==> config.mk <==
export PLATFORM = sky130hd
export DESIGN_NAME = cpu_top
export DESIGN_NICKNAME = d
export VERILOG_FILES = /design/src/source/cpu_pkg.sv /design/src/source/cpu_top.sv /design/src/source/execute_unit.sv /design/src/source/fetch_decode.sv /design/src/source/load_store_unit.sv /design/src/source/register_file.sv /design/src/source/sequencer.sv
export SDC_FILE = /design/constraint.sdc
export NUM_CORES = 2
export LEC_CHECK = 0
export BUFFER_PORTS_ARGS = -buffer_cell sky130_fd_sc_hd__buf_2
export CORE_AREA = 2 2 473 475
export DETAILED_ROUTE_END_ITERATION = 7
export DIE_AREA = 0 0 475 477
export GPL_ROUTABILITY_DRIVEN = 1
export PLACE_DENSITY = 0.54
export SETUP_SLACK_MARGIN = 0.05
export SLEW_MARGIN = 20
export SYNTH_ARGS = -nofsm -noshare
export SYNTH_HDL_FRONTEND = slang
export SYNTH_SLANG_ARGS = --single-unit
==> constraint.sdc <==
create_clock -name clk -period 12.3 [get_ports clk]
set_clock_uncertainty 0.1 [all_clocks]
set_input_delay 1.845 -clock clk [delete_from_list [all_inputs] [get_ports clk]]
set_output_delay 1.845 -clock clk [all_outputs]
set_load 0.02 [all_outputs]
==> src/source/cpu_pkg.sv <==
/*
 * CPU package
 * Widths, opcode/ALU/state enums and the structs that carry the
 * decoded instruction, per-cycle datapath controls and ALU flags
 */
package cpu_pkg;

	localparam int XLEN       = 32;
	localparam int REG_ADDR_W = 5;

	// Major opcodes kept in this core
	typedef enum logic [6:0] {
		ALU_R   = 7'b0110011,
		ALU_IMM = 7'b0010011,
		LOAD    = 7'b0000011,
		STORE   = 7'b0100011,
		LUI     = 7'b0110111,
		BRANCH  = 7'b1100011
	} opcode_e;

	typedef enum logic [2:0] {
		ADD, SUB, XOR, OR, AND, SLL, SRL, SRA
	} alu_op_e;

	typedef enum logic [2:0] {
		RESET, FETCH, DECODE, EXECUTE, RESULT, RETIRE
	} state_e;

	typedef struct packed {
		opcode_e               opcode;
		logic [2:0]            funct3;
		logic                  funct7;  // Instruction bit 30
		logic [REG_ADDR_W-1:0] rs1;
		logic [REG_ADDR_W-1:0] rs2;
		logic [REG_ADDR_W-1:0] rd;
		logic [XLEN-1:0]       imm;
	} decoded_t;

	typedef struct packed {
		logic       load_ab;
		alu_op_e    alu_op;
		logic       op2_imm;
		logic       load_r;
		logic [1:0] y_sel;        // {set-less-than, bit value}, else R
		logic       load_y;
		logic       rf_we;
		logic       rf_from_mem;
		logic       rf_from_imm;
		logic       pc_load;
		logic       pc_branch;    // PC+imm instead of PC+4
		logic       mem_rd;
		logic       mem_wr;
	} ctrl_t;

	typedef struct packed {
		logic z;
		logic n;
		logic c;
		logic v;
	} flags_t;

endpackage

==> src/source/cpu_top.sv <==
/*
 * Multicycle RV32I subset CPU, top level
 * Connects fetch/decode, sequencer, execute unit and load/store unit
 */
`timescale 1ns/1ps

module cpu_top #(
	parameter int NUM_REGS = 32
)(
	input  logic                     clk,
	input  logic                     reset,
	output logic [cpu_pkg::XLEN-1:0] o_pc_addr,
	output logic                     o_pc_rd,
	input  logic [cpu_pkg::XLEN-1:0] i_pc_rddata,
	output logic [3:0]               o_pc_byte_en,
	output logic [cpu_pkg::XLEN-1:0] o_ldst_addr,
	output logic                     o_ldst_rd,
	output logic                     o_ldst_wr,
	input  logic [cpu_pkg::XLEN-1:0] i_ldst_rddata,
	output logic [cpu_pkg::XLEN-1:0] o_ldst_wrdata,
	output logic [3:0]               o_ldst_byte_en,
	input  logic                     i_ldst_waitrequest,
	output logic [cpu_pkg::XLEN-1:0] o_tb_regs [0:NUM_REGS-1]
);
	import cpu_pkg::*;

	decoded_t        decoded;
	ctrl_t           ctrl;
	flags_t          flags;
	logic            capture;
	logic            stall;
	logic [XLEN-1:0] result;
	logic [XLEN-1:0] store_src;
	logic [XLEN-1:0] load_value;

	assign o_pc_byte_en = 4'b1111;  // Instruction reads are whole words

	fetch_decode u_fetch_decode (
		.clk       (clk),
		.reset     (reset),
		.i_instr   (i_pc_rddata),
		.i_capture (capture),
		.o_decoded (decoded)
	);

	sequencer u_sequencer (
		.clk       (clk),
		.reset     (reset),
		.i_decoded (decoded),
		.i_flags   (flags),
		.i_stall   (stall),
		.o_ctrl    (ctrl),
		.o_capture (capture),
		.o_fetch   (o_pc_rd)
	);

	execute_unit #(
		.NUM_REGS (NUM_REGS)
	) u_execute_unit (
		.clk          (clk),
		.reset        (reset),
		.i_ctrl       (ctrl),
		.i_decoded    (decoded),
		.i_load_value (load_value),
		.o_flags      (flags),
		.o_pc         (o_pc_addr),
		.o_result     (result),
		.o_store_src  (store_src),
		.o_regs       (o_tb_regs)
	);

	load_store_unit u_load_store_unit (
		.i_ctrl         (ctrl),
		.i_decoded      (decoded),
		.i_addr         (result),
		.i_store_src    (store_src),
		.i_ldst_rddata  (i_ldst_rddata),
		.i_waitrequest  (i_ldst_waitrequest),
		.o_ldst_rd      (o_ldst_rd),
		.o_ldst_wr      (o_ldst_wr),
		.o_ldst_byte_en (o_ldst_byte_en),
		.o_ldst_addr    (o_ldst_addr),
		.o_ldst_wrdata  (o_ldst_wrdata),
		.o_load_value   (load_value),
		.o_stall        (stall)
	);

endmodule

==> src/source/execute_unit.sv <==
/*
 * Execute unit
 * Operand registers A and B, the ALU with Z/N/C/V flags, the R, M
 * and Y registers, the register file and the PC with +4 and +imm paths
 */
`timescale 1ns/1ps

module execute_unit #(
	parameter int NUM_REGS = 32
)(
	input  logic                     clk,
	input  logic                     reset,
	input  cpu_pkg::ctrl_t           i_ctrl,
	input  cpu_pkg::decoded_t        i_decoded,
	input  logic [cpu_pkg::XLEN-1:0] i_load_value,
	output cpu_pkg::flags_t          o_flags,
	output logic [cpu_pkg::XLEN-1:0] o_pc,
	output logic [cpu_pkg::XLEN-1:0] o_result,
	output logic [cpu_pkg::XLEN-1:0] o_store_src,
	output logic [cpu_pkg::XLEN-1:0] o_regs [0:NUM_REGS-1]
);
	import cpu_pkg::*;

	logic [XLEN-1:0] rf_a;
	logic [XLEN-1:0] rf_b;
	logic [XLEN-1:0] rf_wdata;
	logic [XLEN-1:0] a_q;
	logic [XLEN-1:0] b_q;
	logic [XLEN-1:0] m_q;
	logic [XLEN-1:0] y_q;
	logic [XLEN-1:0] op2;
	logic [XLEN-1:0] alu_res;
	logic            alu_c;
	logic            alu_v;

	assign rf_wdata = i_ctrl.rf_from_mem ? i_load_value :
		i_ctrl.rf_from_imm ? i_decoded.imm : y_q;

	register_file #(
		.NUM_REGS (NUM_REGS)
	) u_register_file (
		.clk      (clk),
		.reset    (reset),
		.i_addr_a (i_decoded.rs1),
		.i_addr_b (i_decoded.rs2),
		.i_addr_w (i_decoded.rd),
		.i_data_w (rf_wdata),
		.i_we     (i_ctrl.rf_we),
		.o_data_a (rf_a),
		.o_data_b (rf_b),
		.o_regs   (o_regs)
	);

	always_ff @(posedge clk) begin
		if (i_ctrl.load_ab) begin
			a_q <= rf_a;
			b_q <= rf_b;
		end
	end

	assign op2 = i_ctrl.op2_imm ? i_decoded.imm : b_q;

	always_comb begin
		alu_c = 1'b0;
		alu_v = 1'b0;
		case (i_ctrl.alu_op)
			ADD: begin
				{alu_c, alu_res} = {1'b0, a_q} + {1'b0, op2};
				alu_v = (a_q[XLEN-1] == op2[XLEN-1]) && (alu_res[XLEN-1] != a_q[XLEN-1]);
			end
			SUB: begin
				{alu_c, alu_res} = {1'b0, a_q} - {1'b0, op2};  // Carry is the borrow
				alu_v = (a_q[XLEN-1] != op2[XLEN-1]) && (alu_res[XLEN-1] != a_q[XLEN-1]);
			end
			XOR: alu_res = a_q ^ op2;
			OR: alu_res = a_q | op2;
			AND: alu_res = a_q & op2;
			SLL: alu_res = a_q << op2[4:0];
			SRL: alu_res = a_q >> op2[4:0];
			default: alu_res = $signed(a_q) >>> op2[4:0];
		endcase
	end

	// Flags are held with R for the sequencer to test
	always_ff @(posedge clk) begin
		if (reset) begin
			o_flags <= '0;
		end else if (i_ctrl.load_r) begin
			o_flags <= '{z: (alu_res == '0), n: alu_res[XLEN-1], c: alu_c, v: alu_v};
		end
	end

	always_ff @(posedge clk) begin
		if (i_ctrl.load_r) begin
			o_result <= alu_res;
			m_q      <= b_q;  // Store data follows the address
		end
		if (i_ctrl.load_y) begin
			y_q <= i_ctrl.y_sel[1] ? {{(XLEN-1){1'b0}}, i_ctrl.y_sel[0]} : o_result;
		end
	end

	assign o_store_src = m_q;

	always_ff @(posedge clk) begin
		if (reset) begin
			o_pc <= '0;
		end else if (i_ctrl.pc_load) begin
			o_pc <= o_pc + (i_ctrl.pc_branch ? i_decoded.imm : XLEN'(4));
		end
	end

endmodule

==> src/source/fetch_decode.sv <==
/*
 * Fetch/decode
 * Holds the instruction register and splits the instruction into
 * fields and a sign-extended immediate. In DECODE the arriving word
 * is decoded directly so the sequencer can act on it in that cycle.
 */
`timescale 1ns/1ps

module fetch_decode (
	input  logic                     clk,
	input  logic                     reset,
	input  logic [cpu_pkg::XLEN-1:0] i_instr,
	input  logic                     i_capture,
	output cpu_pkg::decoded_t        o_decoded
);
	import cpu_pkg::*;

	logic [XLEN-1:0] ir;
	logic [XLEN-1:0] word;
	logic            known;

	always_ff @(posedge clk) begin
		if (reset) begin
			ir <= '0;  // Decodes as a no-op
		end else if (i_capture) begin
			ir <= i_instr;
		end
	end

	assign word = i_capture ? i_instr : ir;  // Bypass while capturing

	always_comb begin
		case (word[6:0])
			ALU_R, ALU_IMM, LOAD, STORE, LUI, BRANCH: known = 1'b1;
			default: known = 1'b0;
		endcase

		o_decoded.opcode = known ? opcode_e'(word[6:0]) : ALU_IMM;
		o_decoded.funct3 = known ? word[14:12] : 3'd0;
		o_decoded.funct7 = word[30];
		o_decoded.rs1    = word[19:15];
		o_decoded.rs2    = word[24:20];
		o_decoded.rd     = known ? word[11:7] : '0;  // Unknown turns into addi x0

		case (o_decoded.opcode)
			ALU_IMM, LOAD: o_decoded.imm = {{20{word[31]}}, word[31:20]};
			STORE: o_decoded.imm = {{20{word[31]}}, word[31:25], word[11:7]};
			BRANCH: begin
				o_decoded.imm = {{20{word[31]}}, word[7], word[30:25], word[11:8], 1'b0};
			end
			LUI: o_decoded.imm = {word[31:12], 12'd0};
			default: o_decoded.imm = '0;  // R-type has no immediate
		endcase
	end

endmodule

==> src/source/load_store_unit.sv <==
/*
 * Load/store unit
 * Drives the data port: byte enables and store data by access size,
 * and sign or zero extension of load data. Stalls while a request waits.
 */
`timescale 1ns/1ps

module load_store_unit (
	input  cpu_pkg::ctrl_t           i_ctrl,
	input  cpu_pkg::decoded_t        i_decoded,
	input  logic [cpu_pkg::XLEN-1:0] i_addr,
	input  logic [cpu_pkg::XLEN-1:0] i_store_src,
	input  logic [cpu_pkg::XLEN-1:0] i_ldst_rddata,
	input  logic                     i_waitrequest,
	output logic                     o_ldst_rd,
	output logic                     o_ldst_wr,
	output logic [3:0]               o_ldst_byte_en,
	output logic [cpu_pkg::XLEN-1:0] o_ldst_addr,
	output logic [cpu_pkg::XLEN-1:0] o_ldst_wrdata,
	output logic [cpu_pkg::XLEN-1:0] o_load_value,
	output logic                     o_stall
);
	import cpu_pkg::*;

	assign o_ldst_rd   = i_ctrl.mem_rd;
	assign o_ldst_wr   = i_ctrl.mem_wr;
	assign o_ldst_addr = i_addr;
	assign o_stall     = (i_ctrl.mem_rd || i_ctrl.mem_wr) && i_waitrequest;

	always_comb begin
		case (i_decoded.funct3[1:0])
			2'b00: begin  // Byte
				o_ldst_byte_en = 4'b0001;
				o_ldst_wrdata  = {{(XLEN-8){1'b0}}, i_store_src[7:0]};
			end
			2'b01: begin  // Half
				o_ldst_byte_en = 4'b0011;
				o_ldst_wrdata  = {{(XLEN-16){1'b0}}, i_store_src[15:0]};
			end
			default: begin
				o_ldst_byte_en = 4'b1111;
				o_ldst_wrdata  = i_store_src;
			end
		endcase

		case (i_decoded.funct3)
			3'd0: o_load_value = {{(XLEN-8){i_ldst_rddata[7]}}, i_ldst_rddata[7:0]};
			3'd1: o_load_value = {{(XLEN-16){i_ldst_rddata[15]}}, i_ldst_rddata[15:0]};
			3'd4: o_load_value = {{(XLEN-8){1'b0}}, i_ldst_rddata[7:0]};
			3'd5: o_load_value = {{(XLEN-16){1'b0}}, i_ldst_rddata[15:0]};
			default: o_load_value = i_ldst_rddata;
		endcase
	end

endmodule

==> src/source/register_file.sv <==
/*
 * Register file
 * Two combinational read ports and one write port; x0 always reads 0.
 * The whole array is also exposed for debug.
 */
`timescale 1ns/1ps

module register_file #(
	parameter int NUM_REGS = 32
)(
	input  logic                           clk,
	input  logic                           reset,
	input  logic [cpu_pkg::REG_ADDR_W-1:0] i_addr_a,
	input  logic [cpu_pkg::REG_ADDR_W-1:0] i_addr_b,
	input  logic [cpu_pkg::REG_ADDR_W-1:0] i_addr_w,
	input  logic [cpu_pkg::XLEN-1:0]       i_data_w,
	input  logic                           i_we,
	output logic [cpu_pkg::XLEN-1:0]       o_data_a,
	output logic [cpu_pkg::XLEN-1:0]       o_data_b,
	output logic [cpu_pkg::XLEN-1:0]       o_regs [0:NUM_REGS-1]
);
	import cpu_pkg::*;

	// Indices past NUM_REGS read as zero
	assign o_data_a = (i_addr_a < NUM_REGS) ? o_regs[i_addr_a] : '0;
	assign o_data_b = (i_addr_b < NUM_REGS) ? o_regs[i_addr_b] : '0;

	always_ff @(posedge clk) begin
		if (reset) begin
			for (int i = 0; i < NUM_REGS; i++) begin
				o_regs[i] <= '0;
			end
		end else if (i_we && i_addr_w != '0 && i_addr_w < NUM_REGS) begin
			o_regs[i_addr_w] <= i_data_w;
		end
	end

endmodule

==> src/source/sequencer.sv <==
/*
 * Sequencer
 * Steps each instruction through FETCH, DECODE, EXECUTE, RESULT and
 * RETIRE as its class needs, and drives the datapath controls.
 * The state holds while a load/store request is waiting.
 */
`timescale 1ns/1ps

module sequencer (
	input  logic              clk,
	input  logic              reset,
	input  cpu_pkg::decoded_t i_decoded,
	input  cpu_pkg::flags_t   i_flags,
	input  logic              i_stall,
	output cpu_pkg::ctrl_t    o_ctrl,
	output logic              o_capture,
	output logic              o_fetch
);
	import cpu_pkg::*;

	state_e  state;
	state_e  next_state;
	alu_op_e alu_op;
	logic    lt;
	logic    ltu;
	logic    take;

	always_ff @(posedge clk) begin
		if (reset) begin
			state <= RESET;
		end else if (!i_stall) begin
			state <= next_state;
		end
	end

	// Condition bits from the flags of the last subtract
	assign lt  = i_flags.n ^ i_flags.v;
	assign ltu = i_flags.c;

	always_comb begin
		case (i_decoded.funct3[2:1])
			2'b10: take = lt;
			2'b11: take = ltu;
			default: take = i_flags.z;
		endcase
		take = take ^ i_decoded.funct3[0];  // Odd funct3 inverts the test
	end

	always_comb begin
		case (i_decoded.opcode)
			LOAD, STORE: alu_op = ADD;  // Effective address
			BRANCH: alu_op = SUB;
			default: begin
				case (i_decoded.funct3)
					3'd0: alu_op = (i_decoded.opcode == ALU_R && i_decoded.funct7) ? SUB : ADD;
					3'd1: alu_op = SLL;
					3'd2, 3'd3: alu_op = SUB;  // slt and sltu compare
					3'd4: alu_op = XOR;
					3'd5: alu_op = i_decoded.funct7 ? SRA : SRL;
					3'd6: alu_op = OR;
					default: alu_op = AND;
				endcase
			end
		endcase
	end

	always_comb begin
		o_ctrl = '0;
		o_ctrl.alu_op = alu_op;
		o_ctrl.op2_imm = (i_decoded.opcode == ALU_IMM) || (i_decoded.opcode == LOAD) ||
			(i_decoded.opcode == STORE);
		next_state = state;

		case (state)
			RESET: next_state = FETCH;
			FETCH: next_state = DECODE;
			DECODE: begin
				if (i_decoded.opcode == LUI) begin
					o_ctrl.rf_we = 1'b1;
					o_ctrl.rf_from_imm = 1'b1;
					o_ctrl.pc_load = 1'b1;
					next_state = FETCH;
				end else begin
					o_ctrl.load_ab = 1'b1;
					next_state = EXECUTE;
				end
			end
			EXECUTE: begin
				o_ctrl.load_r = 1'b1;
				next_state = RESULT;
			end
			RESULT: begin
				case (i_decoded.opcode)
					STORE: begin
						o_ctrl.mem_wr = 1'b1;
						o_ctrl.pc_load = !i_stall;  // Advance only once accepted
						next_state = FETCH;
					end
					LOAD: begin
						o_ctrl.mem_rd = 1'b1;
						next_state = RETIRE;
					end
					BRANCH: begin
						o_ctrl.pc_load = 1'b1;
						o_ctrl.pc_branch = take;
						next_state = FETCH;
					end
					default: begin
						if (i_decoded.funct3 == 3'd2) begin
							o_ctrl.y_sel = {1'b1, lt};
						end else if (i_decoded.funct3 == 3'd3) begin
							o_ctrl.y_sel = {1'b1, ltu};
						end
						o_ctrl.load_y = 1'b1;
						next_state = RETIRE;
					end
				endcase
			end
			RETIRE: begin
				o_ctrl.rf_we = 1'b1;
				o_ctrl.rf_from_mem = (i_decoded.opcode == LOAD);
				o_ctrl.pc_load = 1'b1;
				next_state = FETCH;
			end
			default: next_state = FETCH;
		endcase
	end

	assign o_fetch   = (state == FETCH);
	assign o_capture = (state == DECODE);

endmodule

==> flow_results.xml <==
<?xml version="1.0" encoding="UTF-8"?>
<metrics>
  <group name="placed_design">
    <metric name="detailed_place_hpwl" unit="mm">349</metric>
    <metric name="globalplace.congestion" unit="">1.02</metric>
    <metric name="portBuffers" unit="">1192</metric>
    <metric name="post-place-cells" unit="">13100</metric>
  </group>
  <group name="worst_hold_path">
    <metric name="worstHoldStart" unit="">u_fetch_decode.ir[0]</metric>
    <metric name="worst_hold_path.endpoint" unit="">u_fetch_decode.ir[0]</metric>
    <metric name="hold_path.class" unit="">reg2reg</metric>
    <metric name="whs_path_depth" unit="">2</metric>
  </group>
  <group name="floorplan">
    <metric name="design.die.area" unit="um^2">227000</metric>
    <metric name="io_pins" unit="">1198</metric>
    <metric name="core_area" unit="um^2">221000</metric>
    <metric name="chip_height" unit="um">477</metric>
    <metric name="initial_utilization" unit="%">33.1</metric>
    <metric name="fp-row-count" unit="">173</metric>
    <metric name="die-width" unit="um">475</metric>
  </group>
  <group name="routing">
    <metric name="via_per_inst" unit="">6.17</metric>
    <metric name="drt-wirelength-per-cell" unit="um">36.1</metric>
    <metric name="drc" unit="">0</metric>
    <metric name="routed_wl" unit="mm">486</metric>
    <metric name="route.vias.total" unit="">83000</metric>
    <metric name="ant_nets" unit="">0</metric>
    <metric name="drt-pass1-iter-count" unit="">7</metric>
    <metric name="dr.first_iter.drc_count" unit="">11000</metric>
  </group>
  <group name="clock_tree">
    <metric name="worst_setup_hold_path_clk_slew" unit="ns">0.06</metric>
    <metric name="cts_repair_resize_count" unit="">0</metric>
    <metric name="ctsHtreeMaxLevel" unit="">4</metric>
    <metric name="tritoncts.num_buffers" unit="">154</metric>
    <metric name="insertion_delay" unit="ns">0.86</metric>
    <metric name="clk_path_buf_depth" unit="">3</metric>
    <metric name="ctsRootBufferMaster" unit="">sky130_fd_sc_hd__clkbuf_16</metric>
    <metric name="cts.sinks" unit="">1255</metric>
    <metric name="cts_hold_repair.buffers" unit="">0</metric>
    <metric name="post-cts-setup-buffer-count" unit="">0</metric>
    <metric name="tritoncts_clock_tree" unit="">yes</metric>
  </group>
  <group name="setup_path">
    <metric name="path_buf_inv" unit="">2</metric>
    <metric name="crit_slowest_cell" unit="">sky130_fd_sc_hd__o211a_4</metric>
    <metric name="max_stage_delay" unit="ns">0.79</metric>
    <metric name="timing.rr.end" unit="">u_execute_unit.o_flags[3]</metric>
    <metric name="cpLargestDelayFamily" unit="">compound AO/OA/AOI/OAI gates</metric>
    <metric name="criticalPathCategory" unit="">in2reg</metric>
    <metric name="crit_arrival" unit="ns">9.90</metric>
    <metric name="worst_r2r_startpoint" unit="">u_sequencer.state[1]</metric>
    <metric name="endpoint_kind" unit="">register</metric>
    <metric name="critical_path_peak_fanout" unit="">47</metric>
    <metric name="critPathRequiredTime" unit="ns">13.00</metric>
    <metric name="regToRegSetupSlack" unit="ns">3.47</metric>
    <metric name="r2r.worst_path.cells" unit="">25</metric>
    <metric name="worstSetupStartpointType" unit="">input pin</metric>
  </group>
  <group name="synthesis">
    <metric name="synth_top_family_by_area" unit="">simple AND/OR/NAND/NOR gates</metric>
    <metric name="syn_area" unit="um^2">73300</metric>
    <metric name="postSynth.topFlopCell" unit="">sky130_fd_sc_hd__dfxtp_1</metric>
    <metric name="post_synthesis_share_of_cell_area_spent_on_full_adders_half_adders_and_majority_gates" unit="%">2.36</metric>
    <metric name="synth_seq_cells" unit="">1255</metric>
    <metric name="synth_most_common_cell" unit="">sky130_fd_sc_hd__nand2_1</metric>
    <metric name="yosysWarningCount" unit="">0</metric>
    <metric name="synth.yosys.seq_area_share" unit="%">36.5</metric>
    <metric name="asyncSetResetFlopFracSynth" unit="%">0</metric>
    <metric name="synth_xor_xnor_area_share" unit="%">0.430</metric>
    <metric name="syn_inst" unit="">9628</metric>
    <metric name="simple_gate_fraction_of_synth_area" unit="%">26.0</metric>
    <metric name="netlist_top_cells_area" unit="">sky130_fd_sc_hd__dfxtp_1 (30%), sky130_fd_sc_hd__nand2_1 (16%), sky130_fd_sc_hd__mux4_2 (8.5%)</metric>
    <metric name="synth_enable_flop_cells" unit="">160</metric>
    <metric name="syn-mean-instance-area" unit="um^2">7.61</metric>
    <metric name="netlist_top_cells_count" unit="">sky130_fd_sc_hd__nand2_1 (3081), sky130_fd_sc_hd__dfxtp_1 (1095), sky130_fd_sc_hd__a21oi_1 (1008)</metric>
    <metric name="post_synth_num_cell_types" unit="">104</metric>
    <metric name="netlist.area_leader.share" unit="%">29.9</metric>
    <metric name="synthesized_area_fraction_occupied_by_ao_oa_aoi_and_oai_cells" unit="%">19.0</metric>
    <metric name="synth.largest_area_cell" unit="">sky130_fd_sc_hd__dfxtp_1</metric>
    <metric name="post_synth_mux_area_share" unit="%">10.3</metric>
  </group>
  <group name="final_layout">
    <metric name="area.growth.synth_to_final" unit="%">19.6</metric>
    <metric name="instances_no_fill" unit="">13400</metric>
    <metric name="layout.filler_cells" unit="">22900</metric>
    <metric name="final_net_count" unit="">10500</metric>
    <metric name="drive_gt1_share" unit="%">20.5</metric>
  </group>
  <group name="sta">
    <metric name="final_critical_path_time_including_i_o_delays_and_setup" unit="ns">9.20</metric>
    <metric name="finalCritPeriodShare" unit="%">74.8</metric>
    <metric name="timing.max_slew.rel_slack" unit="%">4.54</metric>
    <metric name="rsz0062_at_grt" unit="">no</metric>
    <metric name="setup_viol" unit="">0</metric>
    <metric name="worstMarginPinSlew" unit="ns">1.43</metric>
    <metric name="final-max-slew-violation-count" unit="">0</metric>
    <metric name="clock.fmax" unit="MHz">109</metric>
    <metric name="hold_violations" unit="">0</metric>
    <metric name="setup_total_negative_slack" unit="ns">0</metric>
  </group>
  <group name="global_route">
    <metric name="met3_usage" unit="%">13.2</metric>
    <metric name="first_global_vias" unit="">74700</metric>
    <metric name="grt_util_met2" unit="%">60.6</metric>
    <metric name="globalRouteTotalUtil" unit="%">41.2</metric>
    <metric name="global_route.overflow_total" unit="">0</metric>
    <metric name="antenna_found_initial" unit="">37</metric>
    <metric name="globalRoute.busiestLayer" unit="">met2</metric>
    <metric name="wire_length_of_the_first_global_routing_pass" unit="mm">655</metric>
    <metric name="grt_use_met1" unit="%">50.3</metric>
    <metric name="grt_start_max_net_pins" unit="">191</metric>
  </group>
  <group name="run">
    <metric name="maxcap_viol_count" unit="">0</metric>
  </group>
  <group name="pwr">
    <metric name="leakage" unit="nW">33.1</metric>
    <metric name="vdd_ir_drop_max" unit="V">0.000156</metric>
    <metric name="powerDensity" unit="nW/um^2">123</metric>
  </group>
  <group name="status">
    <metric name="outcome" unit="">finished, final reports clean</metric>
  </group>
</metrics>
[kinds of logic (layout without fill, tap and decap cells)]
logic type      Yosys count  in the layout
compound gates         2190           2190
xor+xnor                 36             36
fa+ha+maj               137            137
buf+inv                1012           1829
flops                  1255           1255
mux                     408            408
other cells               2             28
simple gates           4588           4588
[where the power goes]
part           switching [mW]  total [mW]  internal, mW
sequential             0.0538        4.24          4.19
combinational            1.26        1.70         0.431
clock                    2.03        4.82          2.78
[final cells by class]
| type | count | area [um^2] | area share [%] |
|---|---|---|---|
| antenna | 22 | 55.1 | 0.0628 |
| clock buffer | 226 | 4500 | 5.13 |
| clock inverter | 55 | 713 | 0.813 |
| inverter | 109 | 412 | 0.469 |
| multi-input combinational | 7365 | 43600 | 49.7 |
| sequential | 1255 | 26700 | 30.5 |
| tap | 2975 | 3720 | 4.24 |
| timing repair buffer | 1439 | 7960 | 9.07 |
[registers in the layout, summed over array words and instances (netlist names)]
register	flops
u_execute_unit.a_q	32
u_execute_unit.b_q	32
u_execute_unit.o_flags	4
u_execute_unit.o_pc	32
u_execute_unit.o_result	32
u_execute_unit.o_store_src	32
u_execute_unit.u_register_file.o_regs	1024
u_execute_unit.y_q	32
u_fetch_decode.ir	32
u_sequencer.state	3
[metal layers]
layer | vias up | part of all wire, %
li1 | 35200 | -
met4 | 6 | 8.9
met3 | 1286 | 12
met1 | 40700 | 37
met5 | - | 0.0070
met2 | 5751 | 42
[stage by stage]
step	worst slack, ns	hold slack (ns)	utilization (%)	instance area, um^2	power, mW
finish	3.10	0.364	39.6	87700	10.8
global route	2.85	0.397	39.6	87700	11.0
CTS	3.38	0.367	39.6	87600	10.7
detailed placement	2.47	0.359	37.2	82400	5.97
global placement	2.56	0.342	37.2	82400	5.98
floorplan	4.16	0.326	-	73300	5.25
[placed cells by master, fill, tap and decap left out, types with 160 or more instances in the layout]
cell type,Yosys,final
sky130_fd_sc_hd__nand3_1,489,488
sky130_fd_sc_hd__mux4_2,276,276
sky130_fd_sc_hd__buf_2,27,1191
sky130_fd_sc_hd__edfxtp_1,160,160
sky130_fd_sc_hd__buf_4,19,237
sky130_fd_sc_hd__nor2_1,540,503
sky130_fd_sc_hd__nand2_1,3081,3070
sky130_fd_sc_hd__a311oi_1,205,193
sky130_fd_sc_hd__a21oi_1,1008,984
sky130_fd_sc_hd__and3_1,165,165
sky130_fd_sc_hd__dfxtp_1,1095,1095
sky130_fd_sc_hd__a211oi_1,315,314
[worst max-delay path by stage]
stage | startpoint | endpoint | slack, ns | depth (start not counted)
3_3_place_gp | i_pc_rddata[3] | u_execute_unit.o_flags[3] | 2.56 | 25
3_5_place_dp | i_pc_rddata[3] | u_execute_unit.o_flags[3] | 2.47 | 25
5_1_grt | i_pc_rddata[3] | u_execute_unit.o_flags[3] | 2.85 | 25
2_1_floorplan | i_pc_rddata[3] | u_execute_unit.o_flags[3] | 4.16 | 29
4_1_cts | i_pc_rddata[3] | u_execute_unit.o_flags[3] | 3.38 | 25
6_report | i_pc_rddata[3] | u_execute_unit.o_flags[3] | 3.10 | 25
[tightest hold or removal path: cells and delay by family (launching register included)]
family           cells  cell delay, ns
flip-flops           1            0.31
AO/OA/AOI/OAI        1            0.06
AND/OR/NAND/NOR      1            0.05
(Power assumes the default switching activity.)
